**src/l15_adapter_pkg.sv**
```systemverilog
`default_nettype none

package l15_adapter_pkg;

  // Widths
  localparam int PADDR_W       = 40;
  localparam int ICACHE_LINE_W = 256;
  localparam int DCACHE_LINE_W = 128;
  localparam int WDATA_W       = 64;
  localparam int L15_DATA_W    = 256;
  localparam int BE_W          = WDATA_W / 8;

  // Request sources
  localparam int NUM_SRC  = 3;
  localparam int SRC_ID_W = 2;

  typedef logic [PADDR_W-1:0]       paddr_t;
  typedef logic [SRC_ID_W-1:0]      src_id_t;
  typedef logic [ICACHE_LINE_W-1:0] icache_line_t;
  typedef logic [DCACHE_LINE_W-1:0] dcache_line_t;
  typedef logic [WDATA_W-1:0]       wdata_t;
  typedef logic [L15_DATA_W-1:0]    l15_data_t;
  typedef logic [BE_W-1:0]          be_t;

  localparam src_id_t SRC_ICACHE = 2'd0;
  localparam src_id_t SRC_DREAD  = 2'd1;
  localparam src_id_t SRC_DWRITE = 2'd2;

  // Fill size in log2 bytes, one full instruction line
  localparam logic [2:0] ICACHE_REQ_SIZE = 3'($clog2(ICACHE_LINE_W / 8));

  typedef enum logic [1:0] {
    LOAD  = 2'd0,
    IFILL = 2'd1,
    STORE = 2'd2
  } l15_rqtype_e;

  typedef enum logic [1:0] {
    LOAD_RET  = 2'd0,
    IFILL_RET = 2'd1,
    ST_ACK    = 2'd2
  } l15_rtntype_e;

  typedef struct packed {
    paddr_t     addr;
    logic [2:0] size;
  } mem_req_t;

  typedef struct packed {
    wdata_t data;
    be_t    be;
  } mem_wdata_t;

  typedef struct packed {
    logic        valid;
    l15_rqtype_e rqtype;
    src_id_t     threadid;
    paddr_t      address;
    logic [2:0]  size;
    wdata_t      data;
    be_t         be;
    logic        rtrn_ack;
  } l15_req_t;

  typedef struct packed {
    logic         valid;
    l15_rtntype_e rtntype;
    src_id_t      threadid;
    l15_data_t    data;
    logic         header_ack;
  } l15_rtrn_t;

  // Registered return inside the decoder
  typedef struct packed {
    src_id_t      threadid;
    l15_rtntype_e rtntype;
    l15_data_t    data;
  } src_resp_t;

endpackage

`default_nettype wire
```
**src/l15_adapter.sv**
```systemverilog
`default_nettype none

module l15_adapter (
  input  wire logic                          clk_i,
  input  wire logic                          reset_i,

  // Instruction cache fill
  input  wire logic                          icache_fill_valid_i,
  output logic                               icache_fill_ready_o,
  input  wire l15_adapter_pkg::paddr_t       icache_fill_paddr_i,
  output logic                               icache_fill_resp_valid_o,
  output l15_adapter_pkg::icache_line_t      icache_fill_resp_data_o,

  // Data cache read miss
  input  wire logic                          dcache_read_valid_i,
  output logic                               dcache_read_ready_o,
  input  wire l15_adapter_pkg::mem_req_t     dcache_read_req_i,
  output logic                               dcache_read_resp_valid_o,
  input  wire logic                          dcache_read_resp_ready_i,
  output l15_adapter_pkg::dcache_line_t      dcache_read_resp_data_o,

  // Data cache write buffer
  input  wire logic                          dcache_write_valid_i,
  output logic                               dcache_write_ready_o,
  input  wire l15_adapter_pkg::mem_req_t     dcache_write_req_i,
  input  wire logic                          dcache_write_data_valid_i,
  input  wire l15_adapter_pkg::mem_wdata_t   dcache_write_data_i,
  output logic                               dcache_write_resp_valid_o,
  input  wire logic                          dcache_write_resp_ready_i,

  // L1.5 native interface
  output l15_adapter_pkg::l15_req_t          l15_req_o,
  input  wire l15_adapter_pkg::l15_rtrn_t    l15_rtrn_i
);

  import l15_adapter_pkg::*;

  // Fill buffer to arbiter
  logic       ifill_valid;
  logic       ifill_ready;
  mem_req_t   ifill_req;

  // Arbiter to encoder
  logic       arb_valid;
  logic       arb_ready;
  mem_req_t   arb_req;
  mem_wdata_t arb_wdata;
  src_id_t    arb_src;

  logic       rtrn_ack;
  logic       hdr_ack;

  assign hdr_ack = l15_rtrn_i.header_ack;

  icache_fill_buffer u_icache_fill_buffer (
    .clk_i        (clk_i),
    .reset_i      (reset_i),
    .fill_valid_i (icache_fill_valid_i),
    .fill_ready_o (icache_fill_ready_o),
    .fill_paddr_i (icache_fill_paddr_i),
    .req_valid_o  (ifill_valid),
    .req_ready_i  (ifill_ready),
    .req_o        (ifill_req)
  );

  l15_req_arbiter u_l15_req_arbiter (
    .clk_i               (clk_i),
    .reset_i             (reset_i),
    .ifill_valid_i       (ifill_valid),
    .ifill_ready_o       (ifill_ready),
    .ifill_req_i         (ifill_req),
    .dread_valid_i       (dcache_read_valid_i),
    .dread_ready_o       (dcache_read_ready_o),
    .dread_req_i         (dcache_read_req_i),
    .dwrite_valid_i      (dcache_write_valid_i),
    .dwrite_ready_o      (dcache_write_ready_o),
    .dwrite_req_i        (dcache_write_req_i),
    .dwrite_data_valid_i (dcache_write_data_valid_i),
    .dwrite_data_i       (dcache_write_data_i),
    .arb_valid_o         (arb_valid),
    .arb_ready_i         (arb_ready),
    .arb_req_o           (arb_req),
    .arb_wdata_o         (arb_wdata),
    .arb_src_o           (arb_src)
  );

  l15_req_encoder u_l15_req_encoder (
    .clk_i         (clk_i),
    .reset_i       (reset_i),
    .arb_valid_i   (arb_valid),
    .arb_ready_o   (arb_ready),
    .arb_req_i     (arb_req),
    .arb_wdata_i   (arb_wdata),
    .arb_src_i     (arb_src),
    .rtrn_ack_i    (rtrn_ack),
    .l15_req_o     (l15_req_o),
    .l15_hdr_ack_i (hdr_ack)
  );

  l15_rtrn_decoder u_l15_rtrn_decoder (
    .clk_i               (clk_i),
    .reset_i             (reset_i),
    .l15_rtrn_i          (l15_rtrn_i),
    .rtrn_ack_o          (rtrn_ack),
    .ifill_resp_valid_o  (icache_fill_resp_valid_o),
    .ifill_resp_data_o   (icache_fill_resp_data_o),
    .dread_resp_valid_o  (dcache_read_resp_valid_o),
    .dread_resp_ready_i  (dcache_read_resp_ready_i),
    .dread_resp_data_o   (dcache_read_resp_data_o),
    .dwrite_resp_valid_o (dcache_write_resp_valid_o),
    .dwrite_resp_ready_i (dcache_write_resp_ready_i)
  );

endmodule

`default_nettype wire

```
**src/l15_rtrn_decoder.sv**
```systemverilog
`default_nettype none

module l15_rtrn_decoder (
  input  wire logic                         clk_i,
  input  wire logic                         reset_i,

  // From the L1.5
  input  wire l15_adapter_pkg::l15_rtrn_t   l15_rtrn_i,
  output logic                              rtrn_ack_o,

  // Instruction fill response, no ready
  output logic                              ifill_resp_valid_o,
  output l15_adapter_pkg::icache_line_t     ifill_resp_data_o,

  // Data read response
  output logic                              dread_resp_valid_o,
  input  wire logic                         dread_resp_ready_i,
  output l15_adapter_pkg::dcache_line_t     dread_resp_data_o,

  // Data write response, acknowledge only
  output logic                              dwrite_resp_valid_o,
  input  wire logic                         dwrite_resp_ready_i
);

  import l15_adapter_pkg::*;

  logic      full_q;
  src_resp_t resp_q;
  logic      capture;
  logic      take;
  l15_data_t resp_data;

  // Ack only when there is room, which holds the L1.5 under back-pressure
  assign capture    = l15_rtrn_i.valid & ~full_q;
  assign rtrn_ack_o = capture;

  assign ifill_resp_valid_o  = full_q && (resp_q.threadid == SRC_ICACHE);
  assign dread_resp_valid_o  = full_q && (resp_q.threadid == SRC_DREAD);
  assign dwrite_resp_valid_o = full_q && (resp_q.threadid == SRC_DWRITE);

  // Fill response is consumed in its first cycle
  assign take = ifill_resp_valid_o
              | (dread_resp_valid_o & dread_resp_ready_i)
              | (dwrite_resp_valid_o & dwrite_resp_ready_i);

  always_ff @(posedge clk_i) begin
    if (reset_i) begin
      full_q <= 1'b0;
    end else if (capture) begin
      full_q <= 1'b1;
    end else if (take) begin
      full_q <= 1'b0;
    end
  end

  always_ff @(posedge clk_i) begin
    if (capture) begin
      resp_q.threadid <= l15_rtrn_i.threadid;
      resp_q.rtntype  <= l15_rtrn_i.rtntype;
      resp_q.data     <= l15_rtrn_i.data;
    end
  end

  // Store acks have no payload
  assign resp_data = (resp_q.rtntype == ST_ACK) ? '0 : resp_q.data;

  assign ifill_resp_data_o = resp_data[ICACHE_LINE_W-1:0];
  assign dread_resp_data_o = resp_data[DCACHE_LINE_W-1:0];

endmodule

`default_nettype wire

```
**src/l15_req_encoder.sv**
```systemverilog
`default_nettype none

module l15_req_encoder (
  input  wire logic                        clk_i,
  input  wire logic                        reset_i,

  // From the arbiter
  input  wire logic                        arb_valid_i,
  output logic                             arb_ready_o,
  input  wire l15_adapter_pkg::mem_req_t   arb_req_i,
  input  wire l15_adapter_pkg::mem_wdata_t arb_wdata_i,
  input  wire l15_adapter_pkg::src_id_t    arb_src_i,

  // Return acknowledge from the decoder
  input  wire logic                        rtrn_ack_i,

  // L1.5 request side
  output l15_adapter_pkg::l15_req_t        l15_req_o,
  input  wire logic                        l15_hdr_ack_i
);

  import l15_adapter_pkg::*;

  logic        valid_q;
  l15_rqtype_e rqtype_d;
  l15_rqtype_e rqtype_q;
  src_id_t     tid_q;
  mem_req_t    req_q;
  mem_wdata_t  wdata_q;
  logic        load;

  // One request in flight toward the L1.5
  assign arb_ready_o = ~valid_q;
  assign load        = arb_valid_i & ~valid_q;

  // Source id decides the L1.5 request type
  always_comb begin
    case (arb_src_i)
      SRC_ICACHE: rqtype_d = IFILL;
      SRC_DWRITE: rqtype_d = STORE;
      default:    rqtype_d = LOAD;
    endcase
  end

  always_ff @(posedge clk_i) begin
    if (reset_i) begin
      valid_q <= 1'b0;
    end else if (load) begin
      valid_q <= 1'b1;
    end else if (valid_q && l15_hdr_ack_i) begin
      valid_q <= 1'b0;
    end
  end

  always_ff @(posedge clk_i) begin
    if (load) begin
      rqtype_q <= rqtype_d;
      tid_q    <= arb_src_i;
      req_q    <= arb_req_i;
      wdata_q  <= arb_wdata_i;
    end
  end

  // Held stable until the header is acknowledged
  always_comb begin
    l15_req_o.valid    = valid_q;
    l15_req_o.rqtype   = rqtype_q;
    l15_req_o.threadid = tid_q;
    l15_req_o.address  = req_q.addr;
    l15_req_o.size     = req_q.size;
    l15_req_o.data     = wdata_q.data;
    l15_req_o.be       = wdata_q.be;
    // Return ack rides along independently of the request
    l15_req_o.rtrn_ack = rtrn_ack_i;
  end

endmodule

`default_nettype wire

```
**src/l15_req_arbiter.sv**
```systemverilog
`default_nettype none

module l15_req_arbiter (
  input  wire logic                        clk_i,
  input  wire logic                        reset_i,

  // Instruction fill source
  input  wire logic                        ifill_valid_i,
  output logic                             ifill_ready_o,
  input  wire l15_adapter_pkg::mem_req_t   ifill_req_i,

  // Data read source
  input  wire logic                        dread_valid_i,
  output logic                             dread_ready_o,
  input  wire l15_adapter_pkg::mem_req_t   dread_req_i,

  // Data write source, request and data beats
  input  wire logic                        dwrite_valid_i,
  output logic                             dwrite_ready_o,
  input  wire l15_adapter_pkg::mem_req_t   dwrite_req_i,
  input  wire logic                        dwrite_data_valid_i,
  input  wire l15_adapter_pkg::mem_wdata_t dwrite_data_i,

  // Toward the encoder
  output logic                             arb_valid_o,
  input  wire logic                        arb_ready_i,
  output l15_adapter_pkg::mem_req_t        arb_req_o,
  output l15_adapter_pkg::mem_wdata_t      arb_wdata_o,
  output l15_adapter_pkg::src_id_t         arb_src_o
);

  import l15_adapter_pkg::*;

  logic [NUM_SRC-1:0] req_vec;
  src_id_t            ptr_q;
  src_id_t            win;
  logic               found;
  logic               xfer;

  // A write only counts once both of its beats are there
  assign req_vec[SRC_ICACHE] = ifill_valid_i;
  assign req_vec[SRC_DREAD]  = dread_valid_i;
  assign req_vec[SRC_DWRITE] = dwrite_valid_i & dwrite_data_valid_i;

  // First requester at or after the pointer
  always_comb begin : pick_winner
    int idx;
    found = 1'b0;
    win   = ptr_q;
    for (int i = 0; i < NUM_SRC; i++) begin
      idx = int'(ptr_q) + i;
      if (idx >= NUM_SRC) begin
        idx = idx - NUM_SRC;
      end
      if (!found && req_vec[idx]) begin
        found = 1'b1;
        win   = src_id_t'(idx);
      end
    end
  end

  assign arb_valid_o = found;
  assign arb_src_o   = win;
  assign xfer        = found & arb_ready_i;

  assign ifill_ready_o  = xfer && (win == SRC_ICACHE);
  assign dread_ready_o  = xfer && (win == SRC_DREAD);
  assign dwrite_ready_o = xfer && (win == SRC_DWRITE);

  always_comb begin
    case (win)
      SRC_ICACHE: arb_req_o = ifill_req_i;
      SRC_DREAD:  arb_req_o = dread_req_i;
      default:    arb_req_o = dwrite_req_i;
    endcase
  end

  // Reads carry no data
  assign arb_wdata_o = (win == SRC_DWRITE) ? dwrite_data_i : '0;

  always_ff @(posedge clk_i) begin
    if (reset_i) begin
      ptr_q <= SRC_ICACHE;
    end else if (xfer) begin
      ptr_q <= (win == src_id_t'(NUM_SRC - 1)) ? SRC_ICACHE : src_id_t'(win + 1'b1);
    end
  end

endmodule

`default_nettype wire

```
**src/icache_fill_buffer.sv**
```systemverilog
`default_nettype none

module icache_fill_buffer (
  input  wire logic                      clk_i,
  input  wire logic                      reset_i,

  // From the instruction cache
  input  wire logic                      fill_valid_i,
  output logic                           fill_ready_o,
  input  wire l15_adapter_pkg::paddr_t   fill_paddr_i,

  // Toward the arbiter
  output logic                           req_valid_o,
  input  wire logic                      req_ready_i,
  output l15_adapter_pkg::mem_req_t      req_o
);

  import l15_adapter_pkg::*;

  logic   full_q;
  paddr_t paddr_q;
  logic   push;

  // Only accept while empty, so the held entry never changes under a stall
  assign push         = fill_valid_i & ~full_q;
  assign fill_ready_o = ~full_q;

  always_ff @(posedge clk_i) begin
    if (reset_i) begin
      full_q <= 1'b0;
    end else if (push) begin
      full_q <= 1'b1;
    end else if (req_ready_i) begin
      full_q <= 1'b0;
    end
  end

  always_ff @(posedge clk_i) begin
    if (push) begin
      paddr_q <= fill_paddr_i;
    end
  end

  assign req_valid_o = full_q;
  assign req_o.addr  = paddr_q;
  assign req_o.size  = ICACHE_REQ_SIZE;

endmodule

`default_nettype wire

```
**config.mk**
```make
export PLATFORM = sky130hd
export DESIGN_NAME = l15_adapter
export DESIGN_NICKNAME = d
export VERILOG_FILES = /design/src/l15_adapter_pkg.sv /design/src/l15_adapter.sv /design/src/l15_rtrn_decoder.sv /design/src/l15_req_encoder.sv /design/src/l15_req_arbiter.sv /design/src/icache_fill_buffer.sv
export SDC_FILE = /design/constraint.sdc
export NUM_CORES = 1
export LEC_CHECK = 0
export BUFFER_PORTS_ARGS = -buffer_cell sky130_fd_sc_hd__buf_2
export CAP_MARGIN = 20
export CELL_PAD_IN_SITES_DETAIL_PLACEMENT = 1
export CELL_PAD_IN_SITES_GLOBAL_PLACEMENT = 1
export CORE_AREA = 3 3 380 382
export DETAILED_ROUTE_END_ITERATION = 10
export DIE_AREA = 0 0 383 385
export MAX_ROUTING_LAYER = met4
export PLACE_DENSITY = 0.46
export SYNTH_ARGS = -nofsm -noshare
export SYNTH_HDL_FRONTEND = slang
export SYNTH_SLANG_ARGS = --single-unit
```
**constraint.sdc**
```tcl
create_clock -name clk_i -period 64.2 [get_ports clk_i]
set_input_delay 12.84 -clock clk_i [delete_from_list [all_inputs] [get_ports clk_i]]
set_output_delay 12.84 -clock clk_i [all_outputs]
set_load 0.02 [all_outputs]
```
After elaboration in Yosys (flattened, before gate mapping):

Cells that the tools add are included.

* memories: 0
* RAM bits: 0
* bits in latches: 0
* bits in registers: 424
* word-level logic and storage cells: 86
* bits of input ports: 468
* ROM bits: 0

* shift-type cells: 0
* equal/unequal tests: 5
* muxes and demuxes: 28
* $lt $le $gt $ge: 6
* multiply operators: 0
* reduce and logical (&&, ||, !) cells: 16
* divide/modulo/power cells: 0
* bitwise gates (word level): 11
* $add $sub $neg: 6

Operators by type and width (count)
* $mux W256: 1
* $lt A32 B4 Y1 const B: 3
* $mux W32: 3
* $pmux W43 S2: 1
* $ge A32 B3 Y1 const B: 2
* $sub A32 B3 Y32 const B: 2
* $mux W1: 15
* $logic_and A1 B1 Y1: 9
* $mux W2: 4
* $and A1 B1 Y1: 6
* $bmux W1 S2: 3
* $eq A2 B2 Y1 const B: 3
* $reduce_bool A2 Y1: 3
* $eq A2 B1 Y1 const B: 2
* $logic_not A2 Y1: 2
* $pmux W2 S2: 1
* $add A2 B1 Y3 const B: 1
* $add A2 B2 Y3 const B: 1
* $not A1 Y1: 3
* $sub A2 B2 Y3 const B: 1
* $add A2 B1 Y2 const B: 1
* $ge A2 B2 Y1 const B: 1
* $logic_not A1 Y1: 2
* $or A1 B1 Y1: 2

Longest topological paths before layout:

Gate-level depths: netlist (run 1).

* word-level depth: 16
* mapped depth: 11
* mapped depth without buffers: 8

Hierarchy:

A second synthesis (run 1) with hierarchy kept.

* cells, all modules: 1208
* area, all modules: 17704.5 µm²

By module, submodules not included
* l15_rtrn_decoder: seq. area each 7827.5 µm², cells each 684, instances 1, area each 10769.1 µm²
* l15_req_encoder: seq. area each 3593.4 µm², cells each 128, instances 1, area each 3642.2 µm²
* l15_req_arbiter: seq. area each 40.0 µm², cells each 346, instances 1, area each 2018.2 µm²
* icache_fill_buffer: seq. area each 1221.2 µm², cells each 50, instances 1, area each 1275.0 µm²

Least setup slack after synthesis (run 1):

Ideal clock, no wire load.

* path type: input to output
* from: input l15_rtrn_i[261] in the netlist's numbering
* to: output l15_req_o[0] in the netlist's numbering
* cell stages on the path: 2
* arrival time: 25379 ps
* required time: 51360 ps
* path buffers: 1
* setup slack: 25981 ps
* cells stage by stage: nor2b_1 > buf_4

RTL lines
* start: declaration: line l15_adapter.sv:33 `input wire l15_adapter_pkg::l15_rtrn_t l15_rtrn_i`
* end: declaration: line l15_adapter.sv:32 `output l15_adapter_pkg::l15_req_t l15_req_o,`

Worst setup path after layout (run 1):

* from: input dcache_write_valid_i
* to: output dcache_write_ready_o

* cells in the longest elaborated chain, start to end: 13
* elaborated cells between the ends (all ways): 23
* those cells by class: 1 x eq/ne; 15 x mux; 2 x bitwise; 5 x reduce/logical

Ends and longest elaborated chain
* start: declaration: line l15_adapter.sv:23 `input wire logic dcache_write_valid_i,`
* $and A1 B1 Y1 (*): line l15_req_arbiter.sv:43 `assign req_vec[SRC_DWRITE] = dwrite_valid_i & dwrite_data_valid_i;`
* $bmux W1 S2: line l15_req_arbiter.sv:55 `if (!found && req_vec[idx]) begin`
* $mux W1 (implied by the code) (2 in a row): line l15_req_arbiter.sv:55
* $mux W1: line l15_req_arbiter.sv:55
* $logic_not A1 Y1: line l15_req_arbiter.sv:55
* $logic_and A1 B1 Y1: line l15_req_arbiter.sv:55
* $mux W1: line l15_req_arbiter.sv:55
* $logic_not A1 Y1: line l15_req_arbiter.sv:55
* $logic_and A1 B1 Y1: line l15_req_arbiter.sv:55
* $mux W2 / $mux W1 (equally long branches): line l15_req_arbiter.sv:55
* $eq A2 B2 Y1 / $and A1 B1 Y1 (equally long branches): line l15_req_arbiter.sv:68, l15_req_arbiter.sv:64
* $logic_and A1 B1 Y1 (*): line l15_req_arbiter.sv:68 `assign dwrite_ready_o = xfer && (win == SRC_DWRITE);`
* end: declaration: line l15_adapter.sv:24 `output logic dcache_write_ready_o,`

Every way passes the cells marked *; elsewhere a longest branch is shown, timed or not. The select of a mux whose other input is x is not followed.

==> results.md, run 1 <==
- Setup WS post-layout: 35.32 ns
- Most common cell after layout, fill and taps aside: buf_2
- Mean routed wirelength per cell: 24.4 um
- CTS Buf Count: 56
- Post-CTS sizing: 0
- Max Fclk: 34.6 MHz
- Crit Path Class: input port to primary output
- Worst IR Drop VDD: 23.6 uV
- Root buffer cell: clkbuf_16
- Post-synth cell types: 46
- Final wirelength: 99100 um
- RD Place Congestion: 0.825
- Mapped Nets: 1718
- Via-per-instance ratio: 3.39
- Sequential cell area: 0.0127 mm2
- Vias in the first global route: 14300
- Flops & latches, synth: 424
- Post-CTS Hold Fix Bufs: 0
- Slew HR: 32.3%
- Remaining DRCs: 0
- Grt total ovfl: 0
- Max-Cap Viols: 0
- Total track usage: 13.1%
- IO buf count: 978
- CP endpoint kind: primary output
- Antenna violations before repair: 90
- Pwr Density: 42.1 mW/mm2
- Hpwl dp: 81100 um
- Number of synthesized flops with an enable pin: 419
- Total Neg Setup Slack: 0 ns
- Max-slew violation count: 0
- Initial detailed-routing violation count: 626
- Clock sink total: 424
- Std cell rows: 138
- Worst-path clk slew: 0.05 ns
- Layout cell share with drive strength beyond 1: 51.7%
- LEAKAGE: 11.0 nW
- Worst EP required: 51.36 ns
- Fillers: 16200
- Post-Place Setup Slack: 35.26 ns
- Core Area: 0.141 mm2
- Status: finished, final reports clean
- Top_reg_cell synth: edfxtp_1
- Htree depth: 2
- CTS tree: built
- Die Span X: 383 um
- Worst Clk Skew: 0.0301 ns
- Async SR Flop Fraction: 0%
- ANT nets after route: 0
- Worst min path class: flip-flop to flip-flop
- Worst-path fanout max: 45
- # setup viols final: 0
- RSZ-0062 raised after global routing: false
- Longest Clk Path Bufs: 3
- Synth Instances: 1247
- WP data arrival: 16.04 ns
- Register area share after synthesis: 70.5%
- Synth warnings: 0
- Hold Violations, Final: 0
- Clk_lat worst skew: 0.65 ns
- Vias: 13800
- Final Util: 18.4%
- First-pass iteration count of the detailed router: 5
- Die Footprint: 0.147 mm2
- Tcrit/Tclk final: 45.0%
- Multi-input gate area: 0.00384 mm2
- Pin count of the biggest net entering global routing: 113
- Nets: 2547
- Initial core utilization: 12.7%
- First-pass GRT wire length: 127000 um
- Postcts setup bufs: 0
- Most frequent cells in the layout: 978 x buf_2, 419 x edfxtp_1, 256 x and2_1
- Final Critical Period: 28.88 ns
- Synth Area per Inst: 14.4 um2
- Tightest Pin Transition: 1.02 ns
- Mapped Area: 0.0180 mm2
- Area grow syn2layout: 44.7%
- Worst hold slack: 0.545 ns
- IO Pins: 979
- Startpoint Class: input port
- Die Height: 385 um
## logic make-up after synthesis
| kind of cell | count (synthesis) | synth area share, % |
|---|---|---|
| AOI/OAI and AO/OA | 178 | 7.78 |
| adders and majority gates | 3 | 0.209 |
| buffers and inverters | 270 | 8.39 |
| DFF | 424 | 70.5 |
| muxes | 2 | 0.111 |
| and+or+nand+nor | 370 | 13.0 |
## power by group
part / leakage (nW) / internal, mW / switching (mW)
Sequential: 4.12 / 0.391 / 0.0149
Combinational: 6.04 / 0.103 / 0.272
Clock: 0.880 / 0.179 / 0.136
## cell usage after synthesis, types with 3 or more instances
library cell  number  area, um2
or3_1              3       18.8
nor3_1             4       20.0
o31ai_1           41        308
nand2_1            3       11.3
a31oi_1           41        257
a2bb2oi_1         40        350
ha_1               3       37.5
nand2b_1           3       18.8
a32oi_1           40        350
clkbuf_1          84        315
nor2_1             8       30.0
and3_1            74        463
dfxtp_1            5        100
inv_1             47        176
and2_1           257       1610
o41ai_1            3       26.3
buf_2              6       30.0
buf_4            130        976
edfxtp_1         419      12600
## metal layers
metal | vias to the layer above | part of all wire, % | GRT usage [%]
li1 | 6205 | - | -
met1 | 6665 | 37 | 13.2
met2 | 724 | 50 | 22.5
met3 | 182 | 9.2 | 5.32
met4 | 0 | 3.6 | 5.20
met5 | - | 0 | -
## worst max-delay path, cell delays in order
cell	delay [ns]
buf_2	0.11
and4b_1	0.24
nor3_4	0.18
buf_4	0.45
a31o_2	0.88
nand2_4	0.58
nor3_1	0.43
buf_2	0.29
## registers in the layout (all words and copies together) (netlist names)
register                          flops
u_l15_rtrn_decoder.resp_q           260
u_l15_req_encoder.l15_req_o         115
u_icache_fill_buffer.paddr_q         40
u_l15_req_arbiter.ptr_q               2
u_l15_req_encoder.rqtype_q            2
u_l15_req_encoder.tid_q               2
u_icache_fill_buffer.req_valid_o      1
u_l15_req_encoder.valid_q             1
u_l15_rtrn_decoder.full_q             1
## worst paths after layout
| kind | slack (ns) | depth (start not counted) | to | startpoint |
|---|---|---|---|---|
| max reg2reg | 59.70 | 10 | u_l15_req_encoder.l15_req_o[13] | u_l15_req_arbiter.ptr_q[1] |
| min reg2reg | 0.55 | 2 | u_l15_req_encoder.valid_q | u_l15_req_encoder.valid_q |
| min | 0.55 | 2 | u_l15_req_encoder.valid_q | u_l15_req_encoder.valid_q |
| max | 35.32 | 8 | dcache_write_ready_o | dcache_write_valid_i |
## per-stage QoR
stage                     cells  total power [mW]  instance area, um2
after floorplan            1247             0.645               18000
after global placement     3908             0.798               24100
after detailed placement   3908             0.801               24100
after CTS                  4013              1.13               25900
after global routing       4050              1.16               26000
final                      4058              1.10               26000
## area by class of cell
cell class	instances	share of cell area, %
well taps	1890	9.09
multi-input cells	553	14.8
inverters	48	0.711
diodes	45	0.433
clock inverters	40	1.39
flip-flops and latches	424	48.7
clock buffers	65	5.60
repair buffers	993	19.3
Power figures use the tool's default switching activity.
==> inputs of run 2 (changes only) <==
--- a/config.mk
+++ b/config.mk
@@ -13,7 +13,7 @@
 export DETAILED_ROUTE_END_ITERATION = 10
 export DIE_AREA = 0 0 383 385
 export MAX_ROUTING_LAYER = met4
-export PLACE_DENSITY = 0.46
+export PLACE_DENSITY = 0.47
 export SYNTH_ARGS = -nofsm -noshare
 export SYNTH_HDL_FRONTEND = slang
 export SYNTH_SLANG_ARGS = --single-unit
==> constraint.sdc (replaced) <==
create_clock -name clk_i -period 23.6 [get_ports clk_i]
set_input_delay 4.72 -clock clk_i [delete_from_list [all_inputs] [get_ports clk_i]]
set_output_delay 4.72 -clock clk_i [all_outputs]
set_load 0.02 [all_outputs]
==> results.md, run 2 (same netlist as run 1, synthesis figures left out) <==
- RD Place Congestion: 0.800
- Slew HR: 33.4%
- Hold Violations, Final: 0
- Worst IR Drop VDD: 62.3 uV
- ANT nets after route: 0
- Tightest Pin Transition: 1.00 ns
- Total Neg Setup Slack: 0 ns
- Worst EP required: 18.88 ns
- Longest Clk Path Bufs: 3
- Final Critical Period: 13.22 ns
- # setup viols final: 0
- Hold path start: u_l15_req_encoder.valid_q
- Pwr Density: 117 mW/mm2
- Worst-path fanout max: 81
- Vias in the first global route: 14400
- Crit. Startpoint: dcache_write_valid_i
- Total cell area at the placement stage: 0.0241 mm2
- Most frequent cells in the layout: 978 x buf_2, 419 x edfxtp_1, 256 x and2_1
- Clk_lat worst skew: 0.66 ns
- Crit Path Class: input port to primary output
- Most common cell after layout, fill and taps aside: buf_2
- WP data arrival: 8.50 ns
- Startpoint Class: input port
- Root buffer cell: clkbuf_16
- Die Footprint: 0.147 mm2
- First-pass iteration count of the detailed router: 5
- Sequential cell area: 0.0127 mm2
- Area grow syn2layout: 45.6%
- Pin count of the biggest net entering global routing: 136
- Antenna violations before repair: 110
- Max-slew violation count: 0
- Remaining DRCs: 0
- Post-CTS Hold Fix Bufs: 0
- First-pass GRT wire length: 136000 um
- Initial detailed-routing violation count: 749
- Postcts setup bufs: 0
- Max Fclk: 75.6 MHz
- Final wirelength: 107000 um
- Largest Register: u_l15_rtrn_decoder.resp_q
- Total track usage: 14.3%
- Layout cell share with drive strength beyond 1: 51.7%
- Fillers: 16200
- Nets: 2553
- Worst Clk Skew: 0.0239 ns
- CTS tree: built
- CTS Buf Count: 59
- Tcrit/Tclk final: 56.0%
- Grt total ovfl: 0
- Hpwl dp: 88700 um
- Mean routed wirelength per cell: 26.5 um
- Worst min path class: flip-flop to flip-flop
- Max-Cap Viols: 0
- Via-per-instance ratio: 3.42
- Core Area: 0.141 mm2
- Worst hold slack: 0.520 ns
- Vias: 13900
- Multi-input gate area: 0.00384 mm2
- LEAKAGE: 11.1 nW
- Die Span X: 383 um
- CP endpoint kind: primary output
- Status: finished, final reports clean
- Die Height: 385 um
- Clock sink total: 424
- Reg2reg start: u_l15_req_arbiter.ptr_q[1]
- Post-CTS sizing: 0
- Max reg flops: 260
- RSZ-0062 raised after global routing: false
- Design area: 0.0262 mm2
- Htree depth: 2
- Worst-path clk slew: 0.06 ns
- IO buf count: 978
- Std cell rows: 138
- Initial core utilization: 12.7%
- IO Pins: 979
## run 2: through the flow
stage | utilization [%] | total power, mW | worst slack [ns] | instances
2_1_floorplan | - | 1.75 | 1.62 | 1247
3_3_place_gp | 17.0 | 2.20 | 10.38 | 3908
3_5_place_dp | 17.1 | 2.22 | 10.33 | 3909
4_1_cts | 18.4 | 3.16 | 10.32 | 4011
5_1_grt | 18.5 | 3.25 | 10.07 | 4049
6_report | 18.5 | 3.07 | 10.38 | 4053
## run 2: path summary, 6_finish.rpt
path	slack (ns)	cells after the start	to
min	0.52	2	u_l15_req_encoder.valid_q
max reg2reg	18.99	10	u_l15_req_encoder.l15_req_o[29]
max	10.38	10	dcache_read_ready_o
min reg2reg	0.52	2	u_l15_req_encoder.valid_q
## run 2: worst max-delay path: stages
cell     delay [ns]
buf_2          0.11
and4b_1        0.25
nor3_4         0.19
buf_4          0.46
a31o_2         0.88
nand2_4        0.60
inv_2          0.14
buf_4          0.68
nor3_1         0.16
buf_2          0.22
## run 2: report_power, final
| group | internal [mW] | switching [mW] | total, mW | leakage (nW) |
|---|---|---|---|---|
| Clock | 0.533 | 0.373 | 0.907 | 0.928 |
| Sequential | 1.06 | 0.0470 | 1.11 | 4.12 |
| Combinational | 0.293 | 0.760 | 1.05 | 6.09 |
| Total | 1.89 | 1.18 | 3.07 | 11.1 |
## run 2: layout make-up
type / count / area share (%)
Sequential cell: 424 / 48.4
Timing Repair Buffer: 996 / 19.5
Clock buffer: 66 / 5.74
Antenna cell: 40 / 0.382
Multi-Input combinational cell: 553 / 14.7
Clock inverter: 36 / 1.60
Inverter: 48 / 0.707
Tap cell: 1890 / 9.03
## run 2: metal layers
layer  share of wire (%)  vias to the layer above  track usage, %
li1                    -                     6210               -
met1                  37                     6642            15.0
met2                  49                      807            24.7
met3                 9.8                      216            6.00
met4                 3.7                        0            3.91
met5                   0                        -               -
